**config.mk**
```make
export PLATFORM = sky130hd
export DESIGN_NAME = scan_rx_top
export DESIGN_NICKNAME = d
export VERILOG_FILES = /design/src/source/scan_pkg.sv /design/src/source/uart_rx.sv /design/src/source/rx_byte_buffer.sv /design/src/source/rx_scan.sv /design/src/source/scan_rx_top.sv
export SDC_FILE = /design/constraint.sdc
export NUM_CORES = 1
export LEC_CHECK = 0
export ABC_CLOCK_PERIOD_IN_PS = 5100
export BUFFER_PORTS_ARGS = -buffer_cell sky130_fd_sc_hd__buf_2
export CAP_MARGIN = 10
export CORE_MARGIN = 10
export CORE_UTILIZATION = 45
export CTS_CLUSTER_SIZE = 8
export DETAILED_ROUTE_END_ITERATION = 12
export HOLD_SLACK_MARGIN = 0.08
export PLACE_DENSITY = 0.65
export SLEW_MARGIN = 20
export SYNTH_ARGS = -nofsm -noshare
export SYNTH_HDL_FRONTEND = slang
export SYNTH_SLANG_ARGS = --single-unit
```
**constraint.sdc**
```tcl
create_clock -name clk -period 5.1 [get_ports clk]
set_input_delay 1.02 -clock clk [delete_from_list [all_inputs] [get_ports clk]]
set_output_delay 1.02 -clock clk [all_outputs]
set_load 0.01 [all_outputs]
```
**src/source/scan_pkg.sv**
```systemverilog
package scan_pkg;

    //////////////////////////////////////////////////
    // serial line timing
    //////////////////////////////////////////////////

    localparam int CLKS_PER_BIT = 16;    // oversampling ratio, clocks per bit

    //////////////////////////////////////////////////
    // byte buffer between receiver and scanner
    //////////////////////////////////////////////////

    localparam int FIFO_DEPTH = 8;       // entries
    localparam int FIFO_AW    = 3;       // pointer width, log2 of depth

    //////////////////////////////////////////////////
    // scanner token rules
    //////////////////////////////////////////////////

    localparam int WORD_BYTES = 4;       // max bytes packed into one token

    // control characters seen by the word scan
    localparam logic [7:0] CH_SPACE = 8'h20;   // skipped before first kept byte
    localparam logic [7:0] CH_CR    = 8'h0d;   // always dropped
    localparam logic [7:0] CH_LF    = 8'h0a;   // ends token early

endpackage

```
**src/source/uart_rx.sv**
```systemverilog
module uart_rx (
    input  logic       clk,
    input  logic       rst,
    input  logic       rxd,
    output logic [7:0] rx_byte,
    output logic       rx_stb,
    output logic       frame_err
);
    import scan_pkg::*;

    localparam int HALF_BIT = CLKS_PER_BIT / 2;
    localparam int CW       = $clog2(CLKS_PER_BIT);

    typedef enum logic [1:0] {
        S_IDLE,
        S_START,
        S_DATA,
        S_STOP
    } rx_state_t;

    rx_state_t   state;
    logic        rxd_meta;   // first sync stage
    logic        rxd_sync;   // second sync stage
    logic        rxd_prev;   // for falling edge detect
    logic [CW-1:0] clk_cnt;  // clocks within current bit
    logic [2:0]  bit_idx;    // data bit number
    logic [7:0]  shreg;      // lsb arrives first

    // two flop synchronizer, line idles high
    always_ff @(posedge clk or posedge rst)
    begin
        if (rst)
        begin
            rxd_meta <= 1'b1;
            rxd_sync <= 1'b1;
            rxd_prev <= 1'b1;
        end
        else
        begin
            rxd_meta <= rxd;
            rxd_sync <= rxd_meta;
            rxd_prev <= rxd_sync;
        end
    end

    //////////////////////////////////////////////////
    // frame FSM
    //////////////////////////////////////////////////

    always_ff @(posedge clk or posedge rst)
    begin
        if (rst)
        begin
            state     <= S_IDLE;
            clk_cnt   <= '0;
            bit_idx   <= '0;
            rx_stb    <= 1'b0;
            frame_err <= 1'b0;
        end
        else
        begin
            rx_stb    <= 1'b0;   // single cycle pulses
            frame_err <= 1'b0;
            case (state)
                S_IDLE:
                begin
                    clk_cnt <= '0;
                    if (rxd_prev && !rxd_sync)   // start edge
                        state <= S_START;
                end
                S_START:
                begin
                    clk_cnt <= clk_cnt + 1'b1;
                    if (clk_cnt == HALF_BIT - 1)   // middle of start bit
                    begin
                        clk_cnt <= '0;
                        bit_idx <= '0;
                        // glitch, not a real start bit
                        state   <= rxd_sync ? S_IDLE : S_DATA;
                    end
                end
                S_DATA:
                begin
                    clk_cnt <= clk_cnt + 1'b1;
                    if (clk_cnt == CLKS_PER_BIT - 1)
                    begin
                        clk_cnt <= '0;
                        bit_idx <= bit_idx + 1'b1;
                        if (bit_idx == 3'd7)
                            state <= S_STOP;
                    end
                end
                S_STOP:
                begin
                    clk_cnt <= clk_cnt + 1'b1;
                    if (clk_cnt == CLKS_PER_BIT - 1)   // mid stop bit
                    begin
                        rx_stb    <= rxd_sync;
                        frame_err <= !rxd_sync;   // low stop bit, byte dropped
                        state     <= S_IDLE;
                    end
                end
                default: state <= S_IDLE;
            endcase
        end
    end

    // data path, sample at mid bit
    always_ff @(posedge clk)
    begin
        if (state == S_DATA && clk_cnt == CLKS_PER_BIT - 1)
            shreg <= {rxd_sync, shreg[7:1]};
        if (state == S_STOP && clk_cnt == CLKS_PER_BIT - 1)
            rx_byte <= shreg;
    end

endmodule

```
**src/source/rx_byte_buffer.sv**
```systemverilog
module rx_byte_buffer (
    input  logic       clk,
    input  logic       rst,
    input  logic [7:0] rx_byte,
    input  logic       rx_stb,
    input  logic       rdy_rx,
    output logic [7:0] d_rx,
    output logic       vld_rx,
    output logic       overrun
);
    import scan_pkg::*;

    logic [7:0]         mem [FIFO_DEPTH];
    logic [FIFO_AW-1:0] wr_ptr;
    logic [FIFO_AW-1:0] rd_ptr;
    logic [FIFO_AW:0]   count;    // occupancy, 0..FIFO_DEPTH
    logic               full;
    logic               push;
    logic               pop;

    assign full = (count == FIFO_DEPTH);
    assign push = rx_stb && !full;   // byte lost when full
    assign pop  = vld_rx && rdy_rx;  // scanner handshake

    assign vld_rx = (count != 0);
    assign d_rx   = mem[rd_ptr];     // head of queue

    //////////////////////////////////////////////////
    // pointers and occupancy
    //////////////////////////////////////////////////

    always_ff @(posedge clk or posedge rst)
    begin
        if (rst)
        begin
            wr_ptr  <= '0;
            rd_ptr  <= '0;
            count   <= '0;
            overrun <= 1'b0;
        end
        else
        begin
            // pointers wrap naturally, depth is a power of two
            if (push)
                wr_ptr <= wr_ptr + 1'b1;
            if (pop)
                rd_ptr <= rd_ptr + 1'b1;
            if (push && !pop)
                count <= count + 1'b1;
            else if (pop && !push)
                count <= count - 1'b1;
            overrun <= rx_stb && full;
        end
    end

    // storage
    always_ff @(posedge clk)
    begin
        if (push)
            mem[wr_ptr] <= rx_byte;
    end

endmodule

```
**src/source/rx_scan.sv**
```systemverilog
module rx_scan (
    input  logic        clk,
    input  logic        rst,
    input  logic [7:0]  d_rx,
    input  logic        vld_rx,
    input  logic        req,
    input  logic        req_word,
    output logic        rdy_rx,
    output logic        ack,
    output logic        flag,
    output logic [31:0] data
);
    import scan_pkg::*;

    localparam int CNT_W = $clog2(WORD_BYTES) + 1;

    typedef enum logic [1:0] {
        S_IDLE,
        S_BYTE,
        S_WORD,
        S_DONE
    } scan_state_t;

    scan_state_t      state;
    scan_state_t      next_state;
    logic [CNT_W-1:0] cnt;        // kept bytes in token
    logic             hs;         // byte consumed this cycle
    logic             is_lf;
    logic             is_cr;
    logic             lead_sp;    // space before anything kept
    logic             last_kept;  // this byte fills the token

    assign rdy_rx = (state == S_BYTE) || (state == S_WORD);
    assign ack    = (state == S_DONE);   // one cycle, then idle
    assign hs     = vld_rx && rdy_rx;

    assign is_lf     = (d_rx == CH_LF);
    assign is_cr     = (d_rx == CH_CR);
    assign lead_sp   = (d_rx == CH_SPACE) && (cnt == 0);
    assign last_kept = (cnt == WORD_BYTES - 1);

    //////////////////////////////////////////////////
    // state transitions
    //////////////////////////////////////////////////

    always_comb
    begin
        next_state = state;
        case (state)
            S_IDLE:
            begin
                if (req)
                    next_state = req_word ? S_WORD : S_BYTE;
            end
            S_BYTE:
            begin
                if (hs)
                    next_state = S_DONE;
            end
            S_WORD:
            begin
                // lf ends early, otherwise stop at a full token
                if (hs && (is_lf || (!is_cr && !lead_sp && last_kept)))
                    next_state = S_DONE;
            end
            S_DONE:   next_state = S_IDLE;
            default:  next_state = S_IDLE;
        endcase
    end

    always_ff @(posedge clk or posedge rst)
    begin
        if (rst)
            state <= S_IDLE;
        else
            state <= next_state;
    end

    //////////////////////////////////////////////////
    // token assembly
    //////////////////////////////////////////////////

    always_ff @(posedge clk or posedge rst)
    begin
        if (rst)
        begin
            cnt  <= '0;
            data <= '0;
            flag <= 1'b0;
        end
        else
        begin
            case (state)
                S_IDLE:
                begin
                    cnt <= '0;
                    if (req)   // fresh result for new request
                    begin
                        data <= '0;
                        flag <= 1'b0;
                    end
                end
                S_BYTE:
                begin
                    if (hs)
                    begin
                        data <= {24'h000000, d_rx};   // raw, no filtering
                        flag <= 1'b0;
                    end
                end
                S_WORD:
                begin
                    if (hs)
                    begin
                        if (is_lf)
                            flag <= (cnt == 0);   // empty token
                        else if (!is_cr && !lead_sp)
                        begin
                            data <= {data[23:0], d_rx};   // msb first
                            cnt  <= cnt + 1'b1;
                            flag <= 1'b0;
                        end
                    end
                end
                default: ;   // done holds result
            endcase
        end
    end

endmodule

```
**src/source/scan_rx_top.sv**
```systemverilog
module scan_rx_top (
    input  logic        clk,
    input  logic        rst,
    input  logic        rxd,
    input  logic        req,
    input  logic        req_word,
    output logic        ack,
    output logic        flag,
    output logic [31:0] data,
    output logic        frame_err,
    output logic        overrun
);

    logic [7:0] rx_byte;   // receiver to buffer
    logic       rx_stb;
    logic [7:0] d_rx;      // buffer to scanner
    logic       vld_rx;
    logic       rdy_rx;

    //////////////////////////////////////////////////
    // receiver -> buffer -> scanner
    //////////////////////////////////////////////////

    uart_rx u_uart_rx (
        .clk       (clk),
        .rst       (rst),
        .rxd       (rxd),
        .rx_byte   (rx_byte),
        .rx_stb    (rx_stb),
        .frame_err (frame_err)
    );

    rx_byte_buffer u_buffer (
        .clk     (clk),
        .rst     (rst),
        .rx_byte (rx_byte),
        .rx_stb  (rx_stb),
        .rdy_rx  (rdy_rx),
        .d_rx    (d_rx),
        .vld_rx  (vld_rx),
        .overrun (overrun)
    );

    rx_scan u_scan (
        .clk      (clk),
        .rst      (rst),
        .d_rx     (d_rx),
        .vld_rx   (vld_rx),
        .req      (req),
        .req_word (req_word),
        .rdy_rx   (rdy_rx),
        .ack      (ack),
        .flag     (flag),
        .data     (data)
    );

endmodule

```
==> out/results.tsv, run 1 <==
metric	value	unit
syn_nets	398	
final_nets	451	
row_count	41	
synth_top_flop_cell	edfxtp_1	
drtAntennaViolNets	0	
fmax	282	MHz
criticalPathCategory	reg -> reg	
worst_pin_slew	0.971	ns
ios	41	
postCtsResizedCells	0	
place.gp.congestion	0.751	
cts_root_buf	clkbuf_16	
synth_seq_cells	143	
synth-edff-count	80	
power.total	0.00292	W
postSynthCellCount	372	
grt_start_max_net_pins	47	
drtIter0Drc	312	
core-area	12700	um2
drc	0	
clkSlewWorstSetupHoldPaths	0.05	ns
synth.yosys.warnings	0	
first_pass_iters	4	
skew	0.00584	ns
clock_latency	0.41	ns
ctsHoldBuffers	0	
grt_usage	0.124	
status	completed	
arrival	3.84	ns
syn_area	5880	um2
grt_pass1_wl	17400	um
wire_per_inst	17.5	um
vias	3191	
leakagePower	2.81	nW
setup_viol	0	
worstSetupStartpointType	flip-flop	
cts_setup_buffers	0	
synth-async-reset-ratio	0.441	
max_slew_margin	0.350	
vias_per_cell	5.23	
syn_avg_cell_area	15.8	um2
dieArea	18000	um2
start_util	0.462	
worstSetupEndpointType	flip-flop	
overflow	0	
diodes	0	
cts_tree	yes	
cts.sinks	143	
first_global_vias	3237	
antenna_found_initial	0	
die_y	134	um
yosysSeqAreaShare	0.677	
htreeDepth	4	
die_w	134	um
wl	10700	um
rsz0062_at_grt	no	
finalCriticalPeriod	3.55	ns
crit_fanout	32	
drv_slew	0	
io_buffers	40	
cts_buffers	17	
drive_gt1_frac	0.231	
area_growth	16.4	%
drv_cap	0	
crit_required	5.39	ns
hold_viol_final	0	
ir_drop	332	uV
clock_path_buffers	2	
dp_hpwl	7160	um
synth_cell_type_count	44	
min_period_over_period	0.696	
p_per_area	427	nW/um2
setup_tns	0	ns
hold_class	reg -> reg	
==> layout by cell type, fill, tap and decap left out, types with 16 or more instances in the layout <==
master / Yosys / routed
buf_2: 5 / 40
ha_1: 20 / 20
dfrtp_1: 60 / 60
a22o_1: 24 / 24
clkbuf_16: 0 / 18
nor2_1: 21 / 21
nand2_1: 24 / 24
inv_1: 17 / 16
edfxtp_1: 80 / 80
mux4_2: 16 / 16
==> state kept, by name, indices dropped and copies added, names as in the netlist, 2 cells and up, named ones only <==
name               cells
u_uart_rx.shreg        8
u_buffer.count         4
u_uart_rx.rx_byte      8
u_buffer.wr_ptr        3
u_uart_rx.bit_idx      3
u_scan.state           2
u_buffer.mem          64
u_uart_rx.clk_cnt      4
u_buffer.rd_ptr        3
u_scan.data           32
u_scan.cnt             3
==> routing by layer <==
| layer | global-route usage | vias up | wire (um) |
|---|---|---|---|
| met5 | 0 | - | 0 |
| met4 | 0.0562 | 0 | 180 |
| met3 | 0.0459 | 16 | 641 |
| met2 | 0.184 | 70 | 4850 |
| met1 | 0.158 | 1608 | 4980 |
| li1 | - | 1497 | - |
==> area by class of cell <==
cell class | count | area (um2)
fillers | 1073 | 5880
clock inverters | 7 | 85.1
inverters | 17 | 63.8
clock buffers | 25 | 487
well taps | 172 | 215
multi-input cells | 201 | 1780
flip-flops and latches | 143 | 3980
repair buffers | 45 | 238
==> power by group <==
part	internal, W	switching [W]	total [W]
Sequential	0.00126	0.0000347	0.00129
Clock	0.000757	0.000427	0.00118
Combinational	0.000159	0.000289	0.000447
Total	0.00217	0.000750	0.00292
==> cells in the mapped netlist (2+ instances only) <==
cell	count	area, um2
dfrtp_1	60	1500
o21ai_0	11	55.1
clkbuf_1	2	7.51
inv_1	17	63.8
nor2b_1	4	25.0
nor3_1	6	30.0
ha_1	20	250
and3_1	4	25.0
buf_2	5	25.0
dfstp_2	3	78.8
nand2_1	24	90.1
nor2_1	21	78.8
mux4_2	16	360
edfxtp_1	80	2400
o41ai_2	2	32.5
mux2_2	5	56.3
nand2b_1	6	37.5
nand3_1	5	25.0
mux2i_1	13	130
mux2_1	8	90.1
a21oi_1	4	20.0
a22o_1	24	210
buf_6	2	22.5
buf_4	2	15.0
xnor2_1	7	61.3
xor2_1	3	26.3
==> worst max-delay path, cell delays in order, from the launching register on <==
cell and delay, ns:
dfrtp_1 0.79, buf_4 0.30, mux4_2 0.50, mux2i_1 0.39, nand3_1 0.27, and3_1 0.24
a21oi_1 0.16, o31a_4 0.40, mux2_1 0.37
==> metrics by stage <==
stage	util	cell area, um2	hold WS (ns)	std cells	setup WS (ns)
global route	0.538	6850	0.360	610	1.36
global placement	0.493	6270	0.346	577	1.61
finish	0.538	6850	0.355	610	1.55
detailed placement	0.493	6270	0.347	577	1.55
CTS	0.538	6840	0.355	609	1.52
floorplan	-	5880	0.345	372	2.27
==> path summary, 6_finish.rpt <==
check / from / end / slack (ns) / depth (start not counted)
worst max-delay path: u_buffer.rd_ptr[1] / u_scan.data[7] / 1.55 / 8
worst min-delay path: u_uart_rx.rxd_meta / u_uart_rx.rxd_sync / 0.35 / 0
worst max register to register: u_buffer.rd_ptr[1] / u_scan.data[7] / 1.55 / 8
worst min register to register: u_uart_rx.rxd_meta / u_uart_rx.rxd_sync / 0.35 / 0
max in group asynchronous: rst / u_scan.data[19] / 3.63 / 3
min in group asynchronous: rst / u_buffer.wr_ptr[0] / 0.58 / 2
==> logic make-up after synthesis <==
| family | after synthesis | synth area share |
|---|---|---|
| adders and majority gates | 21 | 0.0460 |
| DFF | 143 | 0.677 |
| AOI/OAI and AO/OA | 52 | 0.0706 |
| and+or+nand+nor | 76 | 0.0602 |
| muxes | 42 | 0.108 |
| buffers and inverters | 28 | 0.0228 |
| xor gates and xnor gates | 10 | 0.0149 |
Note: power is estimated with default switching activity, not from simulation.
==> inputs of run 2 (changes only) <==
--- a/config.mk
+++ b/config.mk
@@ -5,7 +5,7 @@
 export SDC_FILE = /design/constraint.sdc
 export NUM_CORES = 1
 export LEC_CHECK = 0
-export ABC_CLOCK_PERIOD_IN_PS = 5100
+export ABC_CLOCK_PERIOD_IN_PS = 3400
 export BUFFER_PORTS_ARGS = -buffer_cell sky130_fd_sc_hd__buf_2
 export CAP_MARGIN = 10
 export CORE_MARGIN = 10
==> constraint.sdc (replaced) <==
create_clock -name clk -period 3.4 [get_ports clk]
set_input_delay 0.68 -clock clk [delete_from_list [all_inputs] [get_ports clk]]
set_output_delay 0.68 -clock clk [all_outputs]
set_load 0.01 [all_outputs]
==> run 2 against run 1 <==
  * Clock-buffer cell count down 7
  * Sequential share of layout area is 0.41 points lower
  * Die area is the same
  * Combinational power increased by 54%
  * Highest routed layer unchanged
==> out/results.tsv, run 2 (synthesis gave the netlist of run 1 again) <==
metric	value	unit	change
status	completed		
pwr-share-seq	0.448		+0.006
drc	0		unchanged
finalCriticalPeriod	3.12	ns	-0.425 ns
crit_fanout	24		-25%
vias	3246		+1.7%
first_global_vias	3408		+5.3%
critPathSlowestCell	mux4_2		
dp_hpwl	7600	um	+6.2%
wl	10800	um	+1.7%
die_w	134	um	unchanged
crit_cells	8		unchanged
drv_slew	0		unchanged
grt_start_max_net_pins	28		-40%
dp_slack	0.0952	ns	-1.46 ns
combinationalPowerShare	0.159		+0.006
final_cell_mix	edfxtp_1 (80), dfrtp_1 (60), buf_2 (40), nand2_1 (24), a22o_1 (24)		
row_count	41		unchanged
top_regs	u_buffer.mem x64, u_scan.data x32		
cp_num_buf_inv	1		unchanged
diodes	0		unchanged
area_growth	17.3	%	
regMostFlops	u_buffer.mem		
rr_worst_depth	8		unchanged
hold_viol_final	0		unchanged
skew	0.0124	ns	+0.00656 ns
first_pass_iters	4		unchanged
switching_share	0.283		+0.0263
antenna_found_initial	0		unchanged
dieArea	18000	um2	unchanged
ctsHoldBuffers	0		unchanged
clock_latency	0.42	ns	about the same
worstSetupStartpointType	flip-flop		
min_period_over_period	0.919		+0.223
power_switching	0.00122	W	+63%
wire_per_inst	17.5	um	+0.19%
overflow	0		unchanged
cts_tree	yes		
p_per_area	626	nW/um2	+47%
drive_gt1_frac	0.264		+0.0334
crit_required	3.76	ns	-1.63 ns
final_nets	460		+2.0%
worst_pin_slew	0.907	ns	-0.0638 ns
layout.cells.most_common	edfxtp_1		
setup_viol	0		unchanged
max_slew_margin	0.392		+0.0416
largest_register_ffs	64		unchanged
core-area	12700	um2	unchanged
fmax	320	MHz	+14%
path_cells	mux4_2, mux2_2, or4b_1, o22a_1, nor2_2, o31a_4, buf_4, a22o_1		
worstSetupEndpointType	flip-flop		
die_y	134	um	unchanged
power.total	0.00432	W	+48%
crit_family	multiplexers		
drv_cap	0		unchanged
drtIter0Drc	210		-33%
intPower	0.00310	W	+43%
start_util	0.462		unchanged
ir_drop	361	uV	+8.9%
cts_setup_buffers	0		unchanged
clock_path_buffers	2		unchanged
io_buffers	40		unchanged
grt_usage	0.128		+0.00430
cts_root_buf	clkbuf_16		
pwr-share-clk	0.393		-0.012
grt_pass1_wl	18100	um	+4.2%
hold_class	in -> async		
slowest_delay	0.53	ns	-0.26 ns
place.gp.congestion	0.774		+3.2%
leakagePower	2.86	nW	+1.7%
cts_buffers	17		unchanged
ios	41		unchanged
cts.sinks	143		unchanged
criticalPathCategory	reg -> reg		
clkSlewWorstSetupHoldPaths	0.06	ns	about the same
setup_tns	0	ns	unchanged
rsz0062_at_grt	no		
drtAntennaViolNets	0		unchanged
htreeDepth	4		unchanged
vias_per_cell	5.24		+0.24%
postCtsResizedCells	0		unchanged
fin_ws	0.275	ns	-1.27 ns
arrival	3.48	ns	-0.36 ns
-- run 2: per-stage QoR --
stage	hold WS (ns)	area, um2	cells	util
after CTS	0.323	6890	619	0.542
after detailed placement	0.348	6350	587	0.499
after floorplan	0.345	5880	372	-
after global routing	0.340	6900	619	0.542
final	0.318	6900	619	0.542
after global placement	0.346	6350	587	0.499
-- run 2: path summary, 6_finish.rpt --
path / start / endpoint / slack (ns)
setup / recovery: u_buffer.rd_ptr[1] / u_scan.data[21] / 0.28
hold / removal: rst / u_buffer.count[1] / 0.32
setup reg to reg: u_buffer.rd_ptr[1] / u_scan.data[21] / 0.28
hold reg to reg: u_uart_rx.rxd_meta / u_uart_rx.rxd_sync / 0.36
max in group asynchronous: rst / u_uart_rx.rxd_sync / 2.36
min in group clk: u_uart_rx.rxd_meta / u_uart_rx.rxd_sync / 0.36
-- run 2: power groups by stage --
| stage | combinational (W) | clock (W) | sequential (W) |
|---|---|---|---|
| after global routing | 0.000783 | 0.00181 | 0.00194 |
| after global placement | 0.000675 | 0 | 0.00197 |
| after detailed placement | 0.000693 | 0 | 0.00197 |
| final | 0.000688 | 0.00170 | 0.00193 |
| after CTS | 0.000698 | 0.00173 | 0.00193 |
| after floorplan | 0.000539 | 0 | 0.00196 |
-- run 2: layout make-up --
cell class / count / area [um2]
clock inverters: 14 / 104
clock buffers: 18 / 439
repair buffers: 54 / 305
well taps: 172 / 215
fillers: 1063 / 5830
flip-flops and latches: 143 / 3980
inverters: 17 / 63.8
multi-input cells: 201 / 1790
-- run 2: worst reg2reg max path, cell delays in order (launching register included) --
cell and delay, ns:
dfrtp_1 0.52, mux4_2 0.54, mux2_2 0.31, or4b_1 0.50
o22a_1 0.26, nor2_2 0.21, o31a_4 0.25, buf_4 0.28
a22o_1 0.19
-- run 2: per-layer routing --
| metal | wire length, um | vias to the layer above | GRT usage |
|---|---|---|---|
| li1 | - | 1516 | - |
| met1 | 4890 | 1640 | 0.157 |
| met2 | 5100 | 78 | 0.200 |
| met3 | 699 | 12 | 0.0515 |
| met4 | 142 | 0 | 0.0466 |
| met5 | 0 | - | 0 |
==> inputs of run 3 (changes only) <==
--- a/config.mk
+++ b/config.mk
@@ -14,7 +14,9 @@
 export DETAILED_ROUTE_END_ITERATION = 12
 export HOLD_SLACK_MARGIN = 0.08
 export PLACE_DENSITY = 0.65
+export RECOVER_POWER = 25
 export SLEW_MARGIN = 20
 export SYNTH_ARGS = -nofsm -noshare
 export SYNTH_HDL_FRONTEND = slang
 export SYNTH_SLANG_ARGS = --single-unit
+export TNS_END_PERCENT = 50
==> run 3 against run 2 <==
  * Non-clock buffer count did not move
  * Die area did not move
  * Worst setup slack did not move
  * Register-to-register slack barely moved
==> out/results.tsv, run 3 (synthesis gave the netlist of run 1 again) <==
metric	value	unit	change
status	completed		
worstSetupEndpointType	flip-flop		
grt_usage	0.128		unchanged
clock_latency	0.42	ns	about the same
skew	0.0124	ns	-0.00000230 ns
die_y	134	um	unchanged
min_period_over_period	0.919		unchanged
ios	41		unchanged
cts_tree	yes		
fmax	320	MHz	unchanged
dieArea	18000	um2	unchanged
antenna_found_initial	0		unchanged
drc	0		unchanged
max_slew_margin	0.301		-0.0913
place.gp.congestion	0.774		unchanged
design_area	6900	um2	unchanged
first_global_vias	3408		unchanged
placed_cells	587		unchanged
drv_cap	0		unchanged
nFillCells	1063		unchanged
start_util	0.462		unchanged
final_cell_mix	edfxtp_1 (80), dfrtp_1 (60), buf_2 (40), nand2_1 (24), a22o_1 (24)		
core-area	12700	um2	unchanged
htreeDepth	4		unchanged
cts_root_buf	clkbuf_16		
hold_class	in -> reg		
clock_path_buffers	2		unchanged
first_pass_iters	4		unchanged
grt_start_max_net_pins	28		unchanged
top_regs	u_buffer.mem x64, u_scan.data x32		
criticalPathCategory	reg -> reg		
worst_pin_slew	1.05	ns	+0.141 ns
dpl_cell_area	6350	um2	unchanged
vias	3246		unchanged
dp_hpwl	7600	um	unchanged
drtIter0Drc	210		unchanged
finalCriticalPeriod	3.12	ns	unchanged
largest_register_ffs	64		unchanged
clkSlewWorstSetupHoldPaths	0.06	ns	about the same
layout.cells.most_common	edfxtp_1		
p_per_area	626	nW/um2	about the same
wire_per_inst	17.5	um	unchanged
r2r_slack	0.28	ns	about the same
area_growth	17.3	%	unchanged
drive_gt1_frac	0.260		-0.00447
vias_per_cell	5.24		unchanged
final_nets	460		unchanged
overflow	0		unchanged
power.total	0.00432	W	about the same
setup_tns	0	ns	unchanged
arrival	3.48	ns	about the same
diodes	0		unchanged
wl	10800	um	unchanged
regMostFlops	u_buffer.mem		
cts.sinks	143		unchanged
crit_fanout	24		unchanged
grt_pass1_wl	18100	um	unchanged
setup_viol	0		unchanged
worstSetupStartpointType	flip-flop		
cts_buffers	17		unchanged
drtAntennaViolNets	0		unchanged
cts_setup_buffers	0		unchanged
leakagePower	2.86	nW	about the same
crit_required	3.76	ns	about the same
hold_viol_final	0		unchanged
drv_slew	0		unchanged
final_cells	619		unchanged
rsz0062_at_grt	no		
die_w	134	um	unchanged
row_count	41		unchanged
io_buffers	40		unchanged
ir_drop	361	uV	about the same
[run 3: changes by cell type in the layout (fill, tap and decap cells not counted)]
cell     change
dfstp_1      +1
inv_1        +1
dfstp_2      -1
inv_2        -1
[run 3: per-stage QoR]
stage          setup slack [ns]  utilization  hold slack (ns)
5_1_grt                  0.0343        0.542            0.340
3_5_place_dp             0.0952        0.499            0.348
4_1_cts                  0.0690        0.542            0.323
3_3_place_gp              0.223        0.499            0.346
6_report                  0.275        0.542            0.356
2_1_floorplan             0.566            -            0.345
[run 3: final timing paths]
check                                    from                  to  cells after the start
min reg2reg                u_uart_rx.rxd_meta  u_uart_rx.rxd_sync                      0
max reg2reg                u_buffer.rd_ptr[1]     u_scan.data[21]                      8
min in group asynchronous                 rst   u_buffer.count[1]                      2
min                                       rxd  u_uart_rx.rxd_meta                      1
max                        u_buffer.rd_ptr[1]     u_scan.data[21]                      8
max in group asynchronous                 rst  u_uart_rx.rxd_meta                      3
[run 3: layer usage]
metal | vias up | share of wire | global-route usage
li1 | 1516 | - | -
met1 | 1640 | 0.45 | 0.157
met2 | 78 | 0.47 | 0.200
met3 | 12 | 0.065 | 0.0515
met4 | 0 | 0.013 | 0.0466
met5 | - | 0 | 0
[run 3: what timing repair did]
item,in CTS,in global routing
hold buffers,0,0
resized for setup,0,1
setup endpoints to repair,0,2
[run 3: area by class of cell]
| class | count | area [um2] | area share |
|---|---|---|---|
| inverters | 17 | 63.8 | 0.00925 |
| clock buffers | 18 | 439 | 0.0637 |
| well taps | 172 | 215 | 0.0312 |
| repair buffers | 54 | 305 | 0.0443 |
| clock inverters | 14 | 104 | 0.0151 |
| multi-input cells | 201 | 1790 | 0.259 |
| flip-flops and latches | 143 | 3980 | 0.578 |
[run 3: worst max-delay path, cell delays in order, from the launching register on]
cell and delay (ns):
dfrtp_1 0.52, mux4_2 0.53, mux2_2 0.31, or4b_1 0.50, o22a_1 0.26, nor2_2 0.21
o31a_4 0.25, buf_4 0.28, a22o_1 0.19
[run 3: report_power, final]
part | switching, W | total, W | internal [W]
clock network | 0.000735 | 0.00170 | 0.000962
registers | 0.0000508 | 0.00193 | 0.00188
logic | 0.000437 | 0.000688 | 0.000251
